==> src/hdl/debug_pkg.sv <==
/*
 * Types and constants shared by the JTAG debug subsystem.
 * IR codes outside the named set behave as BYPASS. The overflow flag is sticky until reset.
 */
package debug_pkg;

    // Basic widths
    localparam int SCALAR_WIDTH = 32;
    localparam int JTAG_IR_WIDTH = 4;
    localparam int THREADS_PER_CORE = 4;
    localparam int REGS_PER_THREAD = 4;
    localparam int THREAD_IDX_WIDTH = $clog2(THREADS_PER_CORE);
    localparam int REG_IDX_WIDTH = $clog2(REGS_PER_THREAD);
    localparam int TARGET_NUM_REGS = THREADS_PER_CORE * REGS_PER_THREAD;

    typedef logic [SCALAR_WIDTH-1:0] scalar_t;
    typedef logic [1:0] core_id_t;
    typedef logic [THREAD_IDX_WIDTH-1:0] thread_idx_t;
    typedef logic [REG_IDX_WIDTH-1:0] reg_idx_t;
    typedef logic [THREAD_IDX_WIDTH+REG_IDX_WIDTH-1:0] target_reg_addr_t;

    // Arbitrary part number, bit 0 set as 1149.1 requires
    localparam scalar_t JTAG_IDCODE = 32'h4a7d_0c51;

    // Core number answered by the debug target in this build
    localparam core_id_t TARGET_CORE_ID = 2'd1;

    // Pins driven by the host, tck on top
    typedef struct packed {
        logic tck;
        logic tms;
        logic tdi;
    } jtag_in_t;

    typedef enum logic [JTAG_IR_WIDTH-1:0] {
        INST_IDCODE = 4'd0,
        INST_CONTROL = 4'd3,
        INST_INJECT_INST = 4'd4,
        INST_READ_DATA = 4'd5,
        INST_WRITE_DATA = 4'd6,
        INST_BYPASS = 4'd15
    } jtag_inst_t;

    // Halt sits in bit 0, core in the top bits
    typedef struct packed {
        core_id_t core;
        thread_idx_t thread;
        logic halt;
    } debug_control_t;

    // CONTROL capture value, overflow shifted out last
    typedef struct packed {
        logic overflow;
        debug_control_t control;
    } debug_status_t;

    localparam int CONTROL_WIDTH = $bits(debug_control_t);
    localparam int STATUS_WIDTH = $bits(debug_status_t);

    // Injected instruction plus the host word current at injection
    typedef struct packed {
        scalar_t instruction;
        scalar_t host_data;
    } debug_cmd_t;

    // Debug instruction fields
    localparam int OP_WIDTH = 4;
    localparam int OP_LSB = 28;
    localparam int REG_LSB = 26;
    localparam int IMM_WIDTH = 16;

    typedef enum logic [OP_WIDTH-1:0] {
        OP_NOP = 4'd0,
        OP_LOAD_HOST = 4'd1,
        OP_STORE_HOST = 4'd2,
        OP_ADDI = 4'd3,
        OP_LOADI = 4'd4
    } debug_op_t;

    // Command FIFO sizing
    localparam int CMD_FIFO_DEPTH = 4;
    localparam int CMD_FIFO_ADDR_WIDTH = $clog2(CMD_FIFO_DEPTH);
    localparam int CMD_FIFO_COUNT_WIDTH = $clog2(CMD_FIFO_DEPTH + 1);

endpackage

==> src/hdl/debug_cmd_fifo.sv <==
/*
 * Circular buffer of debug commands, push and pop allowed in one cycle.
 * Depth must be a power of two so the pointers wrap on their own.
 */
`timescale 1ns/1ps

module debug_cmd_fifo
    (input logic                     clk,
    input logic                      reset,
    input logic                      in_valid,
    input debug_pkg::debug_cmd_t     in_cmd,
    output logic                     in_ready,
    output logic                     out_valid,
    output debug_pkg::debug_cmd_t    out_cmd,
    input logic                      out_ready);

    import debug_pkg::*;

    debug_cmd_t entries[CMD_FIFO_DEPTH];
    logic [CMD_FIFO_ADDR_WIDTH-1:0] wr_ptr;
    logic [CMD_FIFO_ADDR_WIDTH-1:0] rd_ptr;
    logic [CMD_FIFO_COUNT_WIDTH-1:0] count;
    logic push;
    logic pop;

    // Ready only depends on occupancy, not on a pop in the same cycle
    assign in_ready = count < CMD_FIFO_COUNT_WIDTH'(CMD_FIFO_DEPTH);
    assign out_valid = count != '0;
    assign out_cmd = entries[rd_ptr];

    assign push = in_valid && in_ready;
    assign pop = out_valid && out_ready;

    // Storage
    always_ff @(posedge clk)
    begin
        if (push)
            entries[wr_ptr] <= in_cmd;
    end

    always_ff @(posedge clk, posedge reset)
    begin
        if (reset)
        begin
            wr_ptr <= '0;
            rd_ptr <= '0;
            count <= '0;
        end
        else
        begin
            if (push)
                wr_ptr <= wr_ptr + 1'b1;

            if (pop)
                rd_ptr <= rd_ptr + 1'b1;

            // Simultaneous push and pop leave the count alone
            case ({push, pop})
                2'b10: count <= count + 1'b1;
                2'b01: count <= count - 1'b1;
                default: count <= count;
            endcase
        end
    end

endmodule

==> src/hdl/debug_controller.sv <==
/*
 * tdi is used unsynchronized and must hold steady for half a TCK period after rising TCK.
 * A command offered while the FIFO is full is dropped and sets the sticky overflow flag.
 */
`timescale 1ns/1ps

module debug_controller
    (input logic                         clk,
    input logic                          reset,
    input logic                          tdi,
    input debug_pkg::jtag_inst_t         instruction,
    input logic                          capture_dr,
    input logic                          shift_dr,
    input logic                          update_dr,
    output logic                         dr_out,
    output debug_pkg::debug_control_t    control,
    output logic                         cmd_valid,
    output debug_pkg::debug_cmd_t        cmd,
    input logic                          cmd_ready,
    input debug_pkg::scalar_t            data_to_host);

    import debug_pkg::*;

    scalar_t data_shift;
    scalar_t host_data;
    logic overflow;
    logic inject_update;
    debug_status_t status;

    // Status seen by a CONTROL read
    assign status = '{overflow: overflow, control: control};

    // LSB leaves first
    assign dr_out = data_shift[0];

    assign inject_update = update_dr && instruction == INST_INJECT_INST;

    // Capture and shift of the selected data register
    always_ff @(posedge clk)
    begin
        if (capture_dr)
        begin
            case (instruction)
                INST_IDCODE: data_shift <= JTAG_IDCODE;
                INST_CONTROL: data_shift <= SCALAR_WIDTH'(status);
                INST_READ_DATA: data_shift <= data_to_host;
                default: data_shift <= '0;
            endcase
        end
        else if (shift_dr)
        begin
            case (instruction)
                // Full 32-bit registers
                INST_IDCODE, INST_INJECT_INST, INST_READ_DATA, INST_WRITE_DATA:
                    data_shift <= {tdi, data_shift[SCALAR_WIDTH-1:1]};

                // Status is only 6 bits long
                INST_CONTROL:
                    data_shift <= SCALAR_WIDTH'({tdi, data_shift[STATUS_WIDTH-1:1]});

                // BYPASS and unknown codes, single bit
                default:
                    data_shift <= SCALAR_WIDTH'(tdi);
            endcase
        end
    end

    // Host data word, written by WRITE_DATA
    always_ff @(posedge clk)
    begin
        if (update_dr && instruction == INST_WRITE_DATA)
            host_data <= data_shift;
    end

    // Command payload pairs the instruction with the current host word
    always_ff @(posedge clk)
    begin
        if (inject_update)
        begin
            cmd.instruction <= data_shift;
            cmd.host_data <= host_data;
        end
    end

    always_ff @(posedge clk, posedge reset)
    begin
        if (reset)
        begin
            control <= '0;
            cmd_valid <= 1'b0;
            overflow <= 1'b0;
        end
        else
        begin
            // One-cycle offer, no retry
            cmd_valid <= inject_update;

            // Overflow bit of a CONTROL write is ignored
            if (update_dr && instruction == INST_CONTROL)
                control <= debug_control_t'(data_shift[CONTROL_WIDTH-1:0]);

            if (cmd_valid && !cmd_ready)
                overflow <= 1'b1;
        end
    end

endmodule

==> src/hdl/debug_target.sv <==
/*
 * Stand-in for a core debug port with four threads of four registers.
 * Commands are taken only while halted and addressed; unknown opcodes are consumed silently.
 */
`timescale 1ns/1ps

module debug_target
    (input logic                         clk,
    input logic                          reset,
    input debug_pkg::debug_control_t     control,
    input logic                          cmd_valid,
    input debug_pkg::debug_cmd_t         cmd,
    output logic                         cmd_ready,
    output debug_pkg::scalar_t           data_to_host);

    import debug_pkg::*;

    scalar_t regs[TARGET_NUM_REGS];
    logic accept;
    debug_op_t op;
    target_reg_addr_t reg_addr;
    logic [IMM_WIDTH-1:0] imm;
    scalar_t imm_sext;
    scalar_t imm_zext;

    // Only a halted core with our number drains the FIFO
    assign cmd_ready = control.halt && control.core == TARGET_CORE_ID;
    assign accept = cmd_valid && cmd_ready;

    // Instruction decode
    assign op = debug_op_t'(cmd.instruction[OP_LSB +: OP_WIDTH]);
    // Thread comes from the control register, not from the command
    assign reg_addr = {control.thread, cmd.instruction[REG_LSB +: REG_IDX_WIDTH]};
    assign imm = cmd.instruction[IMM_WIDTH-1:0];
    assign imm_sext = {{(SCALAR_WIDTH - IMM_WIDTH){imm[IMM_WIDTH-1]}}, imm};
    assign imm_zext = SCALAR_WIDTH'(imm);

    // Execute in the accept cycle, result visible next clk
    always_ff @(posedge clk, posedge reset)
    begin
        if (reset)
        begin
            for (int i = 0; i < TARGET_NUM_REGS; i++)
                regs[i] <= '0;

            data_to_host <= '0;
        end
        else if (accept)
        begin
            case (op)
                OP_LOAD_HOST: regs[reg_addr] <= cmd.host_data;
                OP_STORE_HOST: data_to_host <= regs[reg_addr];
                OP_ADDI: regs[reg_addr] <= regs[reg_addr] + imm_sext;
                OP_LOADI: regs[reg_addr] <= imm_zext;
                // NOP and unused codes
                default: ;
            endcase
        end
    end

endmodule

==> src/hdl/jtag_debug_top.sv <==
/*
 * JTAG debug subsystem: TAP, debug controller, command FIFO and debug target.
 * TCK must be slower than clk/8; TRST and boundary scan are not provided.
 */
`timescale 1ns/1ps

module jtag_debug_top
    (input logic                     clk,
    input logic                      reset,
    input debug_pkg::jtag_in_t       jtag,
    output logic                     tdo,
    output logic                     dbg_halt);

    import debug_pkg::*;

    // TAP to controller
    jtag_inst_t instruction;
    logic capture_dr;
    logic shift_dr;
    logic update_dr;
    logic dr_out;

    // Controller to FIFO
    logic cmd_valid;
    debug_cmd_t cmd;
    logic cmd_ready;

    // FIFO to target
    logic target_valid;
    debug_cmd_t target_cmd;
    logic target_ready;

    // Controller and target
    debug_control_t control;
    scalar_t data_to_host;

    assign dbg_halt = control.halt;

    jtag_tap_controller i_tap
        (.clk(clk),
        .reset(reset),
        .jtag(jtag),
        .dr_out(dr_out),
        .tdo(tdo),
        .instruction(instruction),
        .capture_dr(capture_dr),
        .shift_dr(shift_dr),
        .update_dr(update_dr));

    debug_controller i_controller
        (.clk(clk),
        .reset(reset),
        .tdi(jtag.tdi),
        .instruction(instruction),
        .capture_dr(capture_dr),
        .shift_dr(shift_dr),
        .update_dr(update_dr),
        .dr_out(dr_out),
        .control(control),
        .cmd_valid(cmd_valid),
        .cmd(cmd),
        .cmd_ready(cmd_ready),
        .data_to_host(data_to_host));

    debug_cmd_fifo i_fifo
        (.clk(clk),
        .reset(reset),
        .in_valid(cmd_valid),
        .in_cmd(cmd),
        .in_ready(cmd_ready),
        .out_valid(target_valid),
        .out_cmd(target_cmd),
        .out_ready(target_ready));

    debug_target i_target
        (.clk(clk),
        .reset(reset),
        .control(control),
        .cmd_valid(target_valid),
        .cmd(target_cmd),
        .cmd_ready(target_ready),
        .data_to_host(data_to_host));

endmodule

==> src/hdl/jtag_tap_controller.sv <==
/*
 * TCK is oversampled by clk, so TCK must run slower than clk/8.
 * State moves 3 clk after rising TCK; TDO moves 3 clk after falling TCK.
 */
`timescale 1ns/1ps

module jtag_tap_controller
    (input logic                      clk,
    input logic                       reset,
    input debug_pkg::jtag_in_t        jtag,
    input logic                       dr_out,
    output logic                      tdo,
    output debug_pkg::jtag_inst_t     instruction,
    output logic                      capture_dr,
    output logic                      shift_dr,
    output logic                      update_dr);

    import debug_pkg::*;

    typedef enum logic [3:0] {
        TAP_RESET,
        TAP_IDLE,
        TAP_SELECT_DR,
        TAP_CAPTURE_DR,
        TAP_SHIFT_DR,
        TAP_EXIT1_DR,
        TAP_PAUSE_DR,
        TAP_EXIT2_DR,
        TAP_UPDATE_DR,
        TAP_SELECT_IR,
        TAP_CAPTURE_IR,
        TAP_SHIFT_IR,
        TAP_EXIT1_IR,
        TAP_PAUSE_IR,
        TAP_EXIT2_IR,
        TAP_UPDATE_IR
    } tap_state_t;

    jtag_in_t jtag_meta;
    jtag_in_t jtag_sync;
    logic tck_last;
    logic tck_rise;
    logic tck_fall;
    tap_state_t state;
    tap_state_t next_state;
    logic [JTAG_IR_WIDTH-1:0] ir_shift;

    // Two-flop synchronizer for all pins, then the TCK edge register
    always_ff @(posedge clk, posedge reset)
    begin
        if (reset)
        begin
            jtag_meta <= '0;
            jtag_sync <= '0;
            tck_last <= 1'b0;
        end
        else
        begin
            jtag_meta <= jtag;
            jtag_sync <= jtag_meta;
            tck_last <= jtag_sync.tck;
        end
    end

    assign tck_rise = jtag_sync.tck && !tck_last;
    assign tck_fall = !jtag_sync.tck && tck_last;

    // Standard 1149.1 state graph, TMS chooses the branch
    always_comb
    begin
        case (state)
            TAP_RESET: next_state = jtag_sync.tms ? TAP_RESET : TAP_IDLE;
            TAP_IDLE: next_state = jtag_sync.tms ? TAP_SELECT_DR : TAP_IDLE;
            TAP_SELECT_DR: next_state = jtag_sync.tms ? TAP_SELECT_IR : TAP_CAPTURE_DR;
            TAP_CAPTURE_DR: next_state = jtag_sync.tms ? TAP_EXIT1_DR : TAP_SHIFT_DR;
            TAP_SHIFT_DR: next_state = jtag_sync.tms ? TAP_EXIT1_DR : TAP_SHIFT_DR;
            TAP_EXIT1_DR: next_state = jtag_sync.tms ? TAP_UPDATE_DR : TAP_PAUSE_DR;
            TAP_PAUSE_DR: next_state = jtag_sync.tms ? TAP_EXIT2_DR : TAP_PAUSE_DR;
            TAP_EXIT2_DR: next_state = jtag_sync.tms ? TAP_UPDATE_DR : TAP_SHIFT_DR;
            TAP_UPDATE_DR: next_state = jtag_sync.tms ? TAP_SELECT_DR : TAP_IDLE;
            TAP_SELECT_IR: next_state = jtag_sync.tms ? TAP_RESET : TAP_CAPTURE_IR;
            TAP_CAPTURE_IR: next_state = jtag_sync.tms ? TAP_EXIT1_IR : TAP_SHIFT_IR;
            TAP_SHIFT_IR: next_state = jtag_sync.tms ? TAP_EXIT1_IR : TAP_SHIFT_IR;
            TAP_EXIT1_IR: next_state = jtag_sync.tms ? TAP_UPDATE_IR : TAP_PAUSE_IR;
            TAP_PAUSE_IR: next_state = jtag_sync.tms ? TAP_EXIT2_IR : TAP_PAUSE_IR;
            TAP_EXIT2_IR: next_state = jtag_sync.tms ? TAP_UPDATE_IR : TAP_SHIFT_IR;
            TAP_UPDATE_IR: next_state = jtag_sync.tms ? TAP_SELECT_DR : TAP_IDLE;
            default: next_state = TAP_RESET;
        endcase
    end

    // DR pulses come out with the state change they belong to
    always_ff @(posedge clk, posedge reset)
    begin
        if (reset)
        begin
            state <= TAP_RESET;
            capture_dr <= 1'b0;
            shift_dr <= 1'b0;
            update_dr <= 1'b0;
        end
        else
        begin
            capture_dr <= tck_rise && next_state == TAP_CAPTURE_DR;
            // Every rising edge spent in Shift-DR moves one bit
            shift_dr <= tck_rise && state == TAP_SHIFT_DR;
            update_dr <= tck_rise && next_state == TAP_UPDATE_DR;
            if (tck_rise)
                state <= next_state;
        end
    end

    // Instruction register, back to IDCODE on entering Test-Logic-Reset
    always_ff @(posedge clk, posedge reset)
    begin
        if (reset)
            instruction <= INST_IDCODE;
        else if (tck_rise)
        begin
            if (next_state == TAP_RESET)
                instruction <= INST_IDCODE;
            else if (next_state == TAP_UPDATE_IR)
                instruction <= jtag_inst_t'(ir_shift);
        end
    end

    // IR shift path, capture value ends in 01
    always_ff @(posedge clk)
    begin
        if (tck_rise)
        begin
            if (next_state == TAP_CAPTURE_IR)
                ir_shift <= JTAG_IR_WIDTH'(1);
            else if (state == TAP_SHIFT_IR)
                ir_shift <= {jtag_sync.tdi, ir_shift[JTAG_IR_WIDTH-1:1]};
        end
    end

    // TDO follows falling TCK; low outside the shift states
    always_ff @(posedge clk, posedge reset)
    begin
        if (reset)
            tdo <= 1'b0;
        else if (tck_fall)
        begin
            if (state == TAP_SHIFT_DR)
                tdo <= dr_out;
            else if (state == TAP_SHIFT_IR)
                tdo <= ir_shift[0];
            else
                tdo <= 1'b0;
        end
    end

endmodule

==> config.mk <==
export PLATFORM = sky130hd
export DESIGN_NAME = jtag_debug_top
export DESIGN_NICKNAME = d
export VERILOG_FILES = /design/src/hdl/debug_pkg.sv /design/src/hdl/debug_cmd_fifo.sv /design/src/hdl/debug_controller.sv /design/src/hdl/debug_target.sv /design/src/hdl/jtag_debug_top.sv /design/src/hdl/jtag_tap_controller.sv
export SDC_FILE = /design/constraint.sdc
export NUM_CORES = 2
export LEC_CHECK = 0
export BUFFER_PORTS_ARGS = -buffer_cell sky130_fd_sc_hd__buf_2
export CAP_MARGIN = 20
export CORE_MARGIN = 2
export CORE_UTILIZATION = 55
export CTS_CLUSTER_DIAMETER = 50
export DETAILED_ROUTE_END_ITERATION = 6
export GPL_TIMING_DRIVEN = 0
export MAX_ROUTING_LAYER = met4
export PLACE_DENSITY = 0.71
export SYNTH_ARGS = -nofsm -noshare
export SYNTH_HDL_FRONTEND = slang
export SYNTH_HIERARCHICAL = 1
export SYNTH_SLANG_ARGS = --single-unit
==> constraint.sdc <==
create_clock -name clk -period 50.3 [get_ports clk]
set_clock_uncertainty 0.15 [all_clocks]
set_input_delay 12.575 -clock clk [delete_from_list [all_inputs] [get_ports clk]]
set_output_delay 12.575 -clock clk [all_outputs]
set_load 0.02 [all_outputs]
==> results by group <==
Floorplan
  • Starting Density: 0.5564
  • I/O pins: 7
  • Row cnt: 100
  • Die Wd: 278.4 um
  • Chip Height: 278.4 um
  • Core Area: 74450 um2
  • Die ar.: ~78000 um2

Power and ir drop
  • Pwr dens: ~36 nW/um2
  • Sequential share of power: 0.480
  • Worst VDD drop: 0.00003620 V
  • Int Pwr: 1.257 mW
  • Clock Power Share: 0.458
  • Switch share: 0.2416
  • Lkg Pwr: 18.53 nW
  • Switching power: 400.4 uW
  • Comb power frac: 0.062

Clock tree
  • Clock sinks: between 900 and 1000
  • Worst-Skew Late Latency: 0.70 ns
  • Post-CTS sizing: 0
  • H-tree depth: 3
  • Number of CTS-inserted buffers: 102
  • Bufs on Longest Clock Path: 3
  • Hold_buf cts: 0
  • Setup Buffers After CTS: 0
  • CTS Root Cell: clkbuf_16
  • CTS tree: yes
  • Clk slew on worst S/H paths: 0.06 ns

Finish
  • Area grow syn2layout: 12.42%
  • Share of layout cells above drive strength 1: 0.1627
  • Nets@finish: 3536

Worst setup path
  • Worst-path cell with the longest stage delay: dfrtp_1
  • CP Data Arrival Time: ~1.3 ns
  • Crit path max-delay family: flip-flops
  • Reg2reg start: i_fifo/rd_ptr[0]
  • CP cell instances: buf_2
  • FF-to-FF path depth: 20
  • Crit-path max FO: 4
  • Worst Path Required: 37.58 ns
  • Worst Setup EP: dbg_halt
  • Crit path from: i_controller/control[0]
  • Crit path depth: 1
  • Setup crit start kind: flip-flop
  • Crit path kind: reg -> out
  • Crit end category: primary output
  • CP Buf/Inv Count: 1
  • Reg2reg setup slack: between 40 and 50 ns
  • Crit path largest cell delay: about 0.39 ns

Synthesis
  • Mapped Cells: 3356
  • Post-Syn Area: 41420 um2
  • Syn Nets: 3399
  • Synthesis warning total: 6
  • Mean Syn Cell Area: 12.34 um2

Timing
  • Final setup vio count: 0
  • F_max: 71.34 MHz
  • Tcrit/Tclk final: 0.2787
  • RSZ-0062 raised after global routing: false
  • Hold Slack: 0.1970 ns
  • Setup TNS: 0 ns
  • Relative slew margins: 0.02563
  • Slew Viols, Final: 0
  • Fin crit period: about 14 ns
  • Slew of the pin with the lowest slew margin: between 1 and 1.5 ns
  • Final hold vios: 0

Job
  • Max Cap Viol: 0

Routing
  • DRT Pass-1 Iters: 6
  • Vias per cell: 6.906
  • Wirelength per Cell: 31.02 um
  • Drc violations: 0
  • Remaining antenna violation count: 0
  • Detailed router's first-iteration violation count: roughly 4700
  • DRT Wirelength: 141200 um
  • Vias: 31430

Global routing
  • First-pass GRT wire length: 206400 um
  • Largest net degree at the start of global routing: 128
  • Number of global-route vias before repair: 30740
  • Antenna violations before repair: 4
  • GRT Overall Usage: 0.3788
  • GRT overflow: 0

Hold path
  • Hold crit path type: reg -> reg

Placed design
  • I/O Buffers: 6
  • Gpl congestion: 1.040
  • Hpwl dp: 99320 um

Status
  • Status: finished clean
[stage by stage]
stage | setup slack (ns) | total power, mW | std cells | area [um2] | utilization
final | 36.28 | 1.657 | 4551 | 46560 | 0.6255
after global routing | 36.04 | 1.703 | 4549 | 46560 | 0.6254
after CTS | 36.22 | 1.662 | 4539 | 46480 | 0.6243
after detailed placement | 35.56 | 0.9093 | 4350 | 42980 | 0.5773
after global placement | 15.63 | 0.9070 | 4331 | 42660 | 0.5731
after floorplan | 22.37 | 0.8778 | 3356 | 41420 | -
[layout make-up]
class | instances | area (um2)
Fill cell | 5741 | 27880
Sequential cell | 915 | 24590
Multi-Input combinational cell | 2153 | 15610
Clock buffer | 131 | 2801
Tap cell | 969 | 1212
Buffer | 254 | 1115
Clock inverter | 58 | 696.9
Timing Repair Buffer | 33 | 397.9
Inverter | 34 | 135.1
Antenna cell | 4 | 10.01
[metal layers]
| layer | wire length (um) | share of wire | GRT usage |
|---|---|---|---|
| met4 | 7906 | 0.056 | 0.1795 |
| met3 | 18620 | 0.13 | 0.1113 |
| met2 | 63300 | 0.45 | 0.5556 |
| met1 | 51360 | 0.36 | 0.4883 |
| met5 | 0 | 0 | - |
[power groups by stage]
stage               Sequential (mW)  Combinational, mW  Clock [mW]
detailed placement            0.810             0.0997           0
floorplan                     0.804             0.0733           0
finish                        0.795              0.103       0.759
global route                  0.796              0.111       0.797
CTS                           0.795              0.101       0.766
global placement              0.810             0.0968           0
[worst min path at each step]
stage                       start                 end  cells after the start
6_report       i_tap/jtag_meta[1]  i_tap/jtag_sync[1]                      0
5_1_grt        i_tap/jtag_meta[2]  i_tap/jtag_sync[2]                      0
4_1_cts        i_tap/jtag_meta[1]  i_tap/jtag_sync[1]                      0
3_5_place_dp   i_tap/jtag_meta[1]  i_tap/jtag_sync[1]                      0
3_3_place_gp   i_tap/jtag_meta[1]  i_tap/jtag_sync[1]                      0
2_1_floorplan  i_tap/jtag_meta[0]  i_tap/jtag_sync[0]                      0
[cells in the final DEF, fill, tap and decap left out, types with 13 or more instances in the layout]
master,n
a21o_1,14
a21oi_1,225
a21oi_2,22
a22o_1,24
a22oi_1,27
a31oi_1,57
a41oi_1,26
buf_1,21
buf_2,65
clkbuf_1,173
clkbuf_16,102
clkbuf_8,14
dfrtp_1,577
edfxtp_1,338
ha_1,36
inv_1,31
mux2_2,33
mux4_2,213
nand2_1,391
nand2b_1,13
nand3_1,45
nor2_1,265
nor2b_1,16
nor3_1,22
o211ai_1,16
o21ai_0,454
o221ai_1,27
o31ai_1,19
xnor2_1,19
xor2_1,15
No activity file was read; power rests on OpenSTA's default activity.
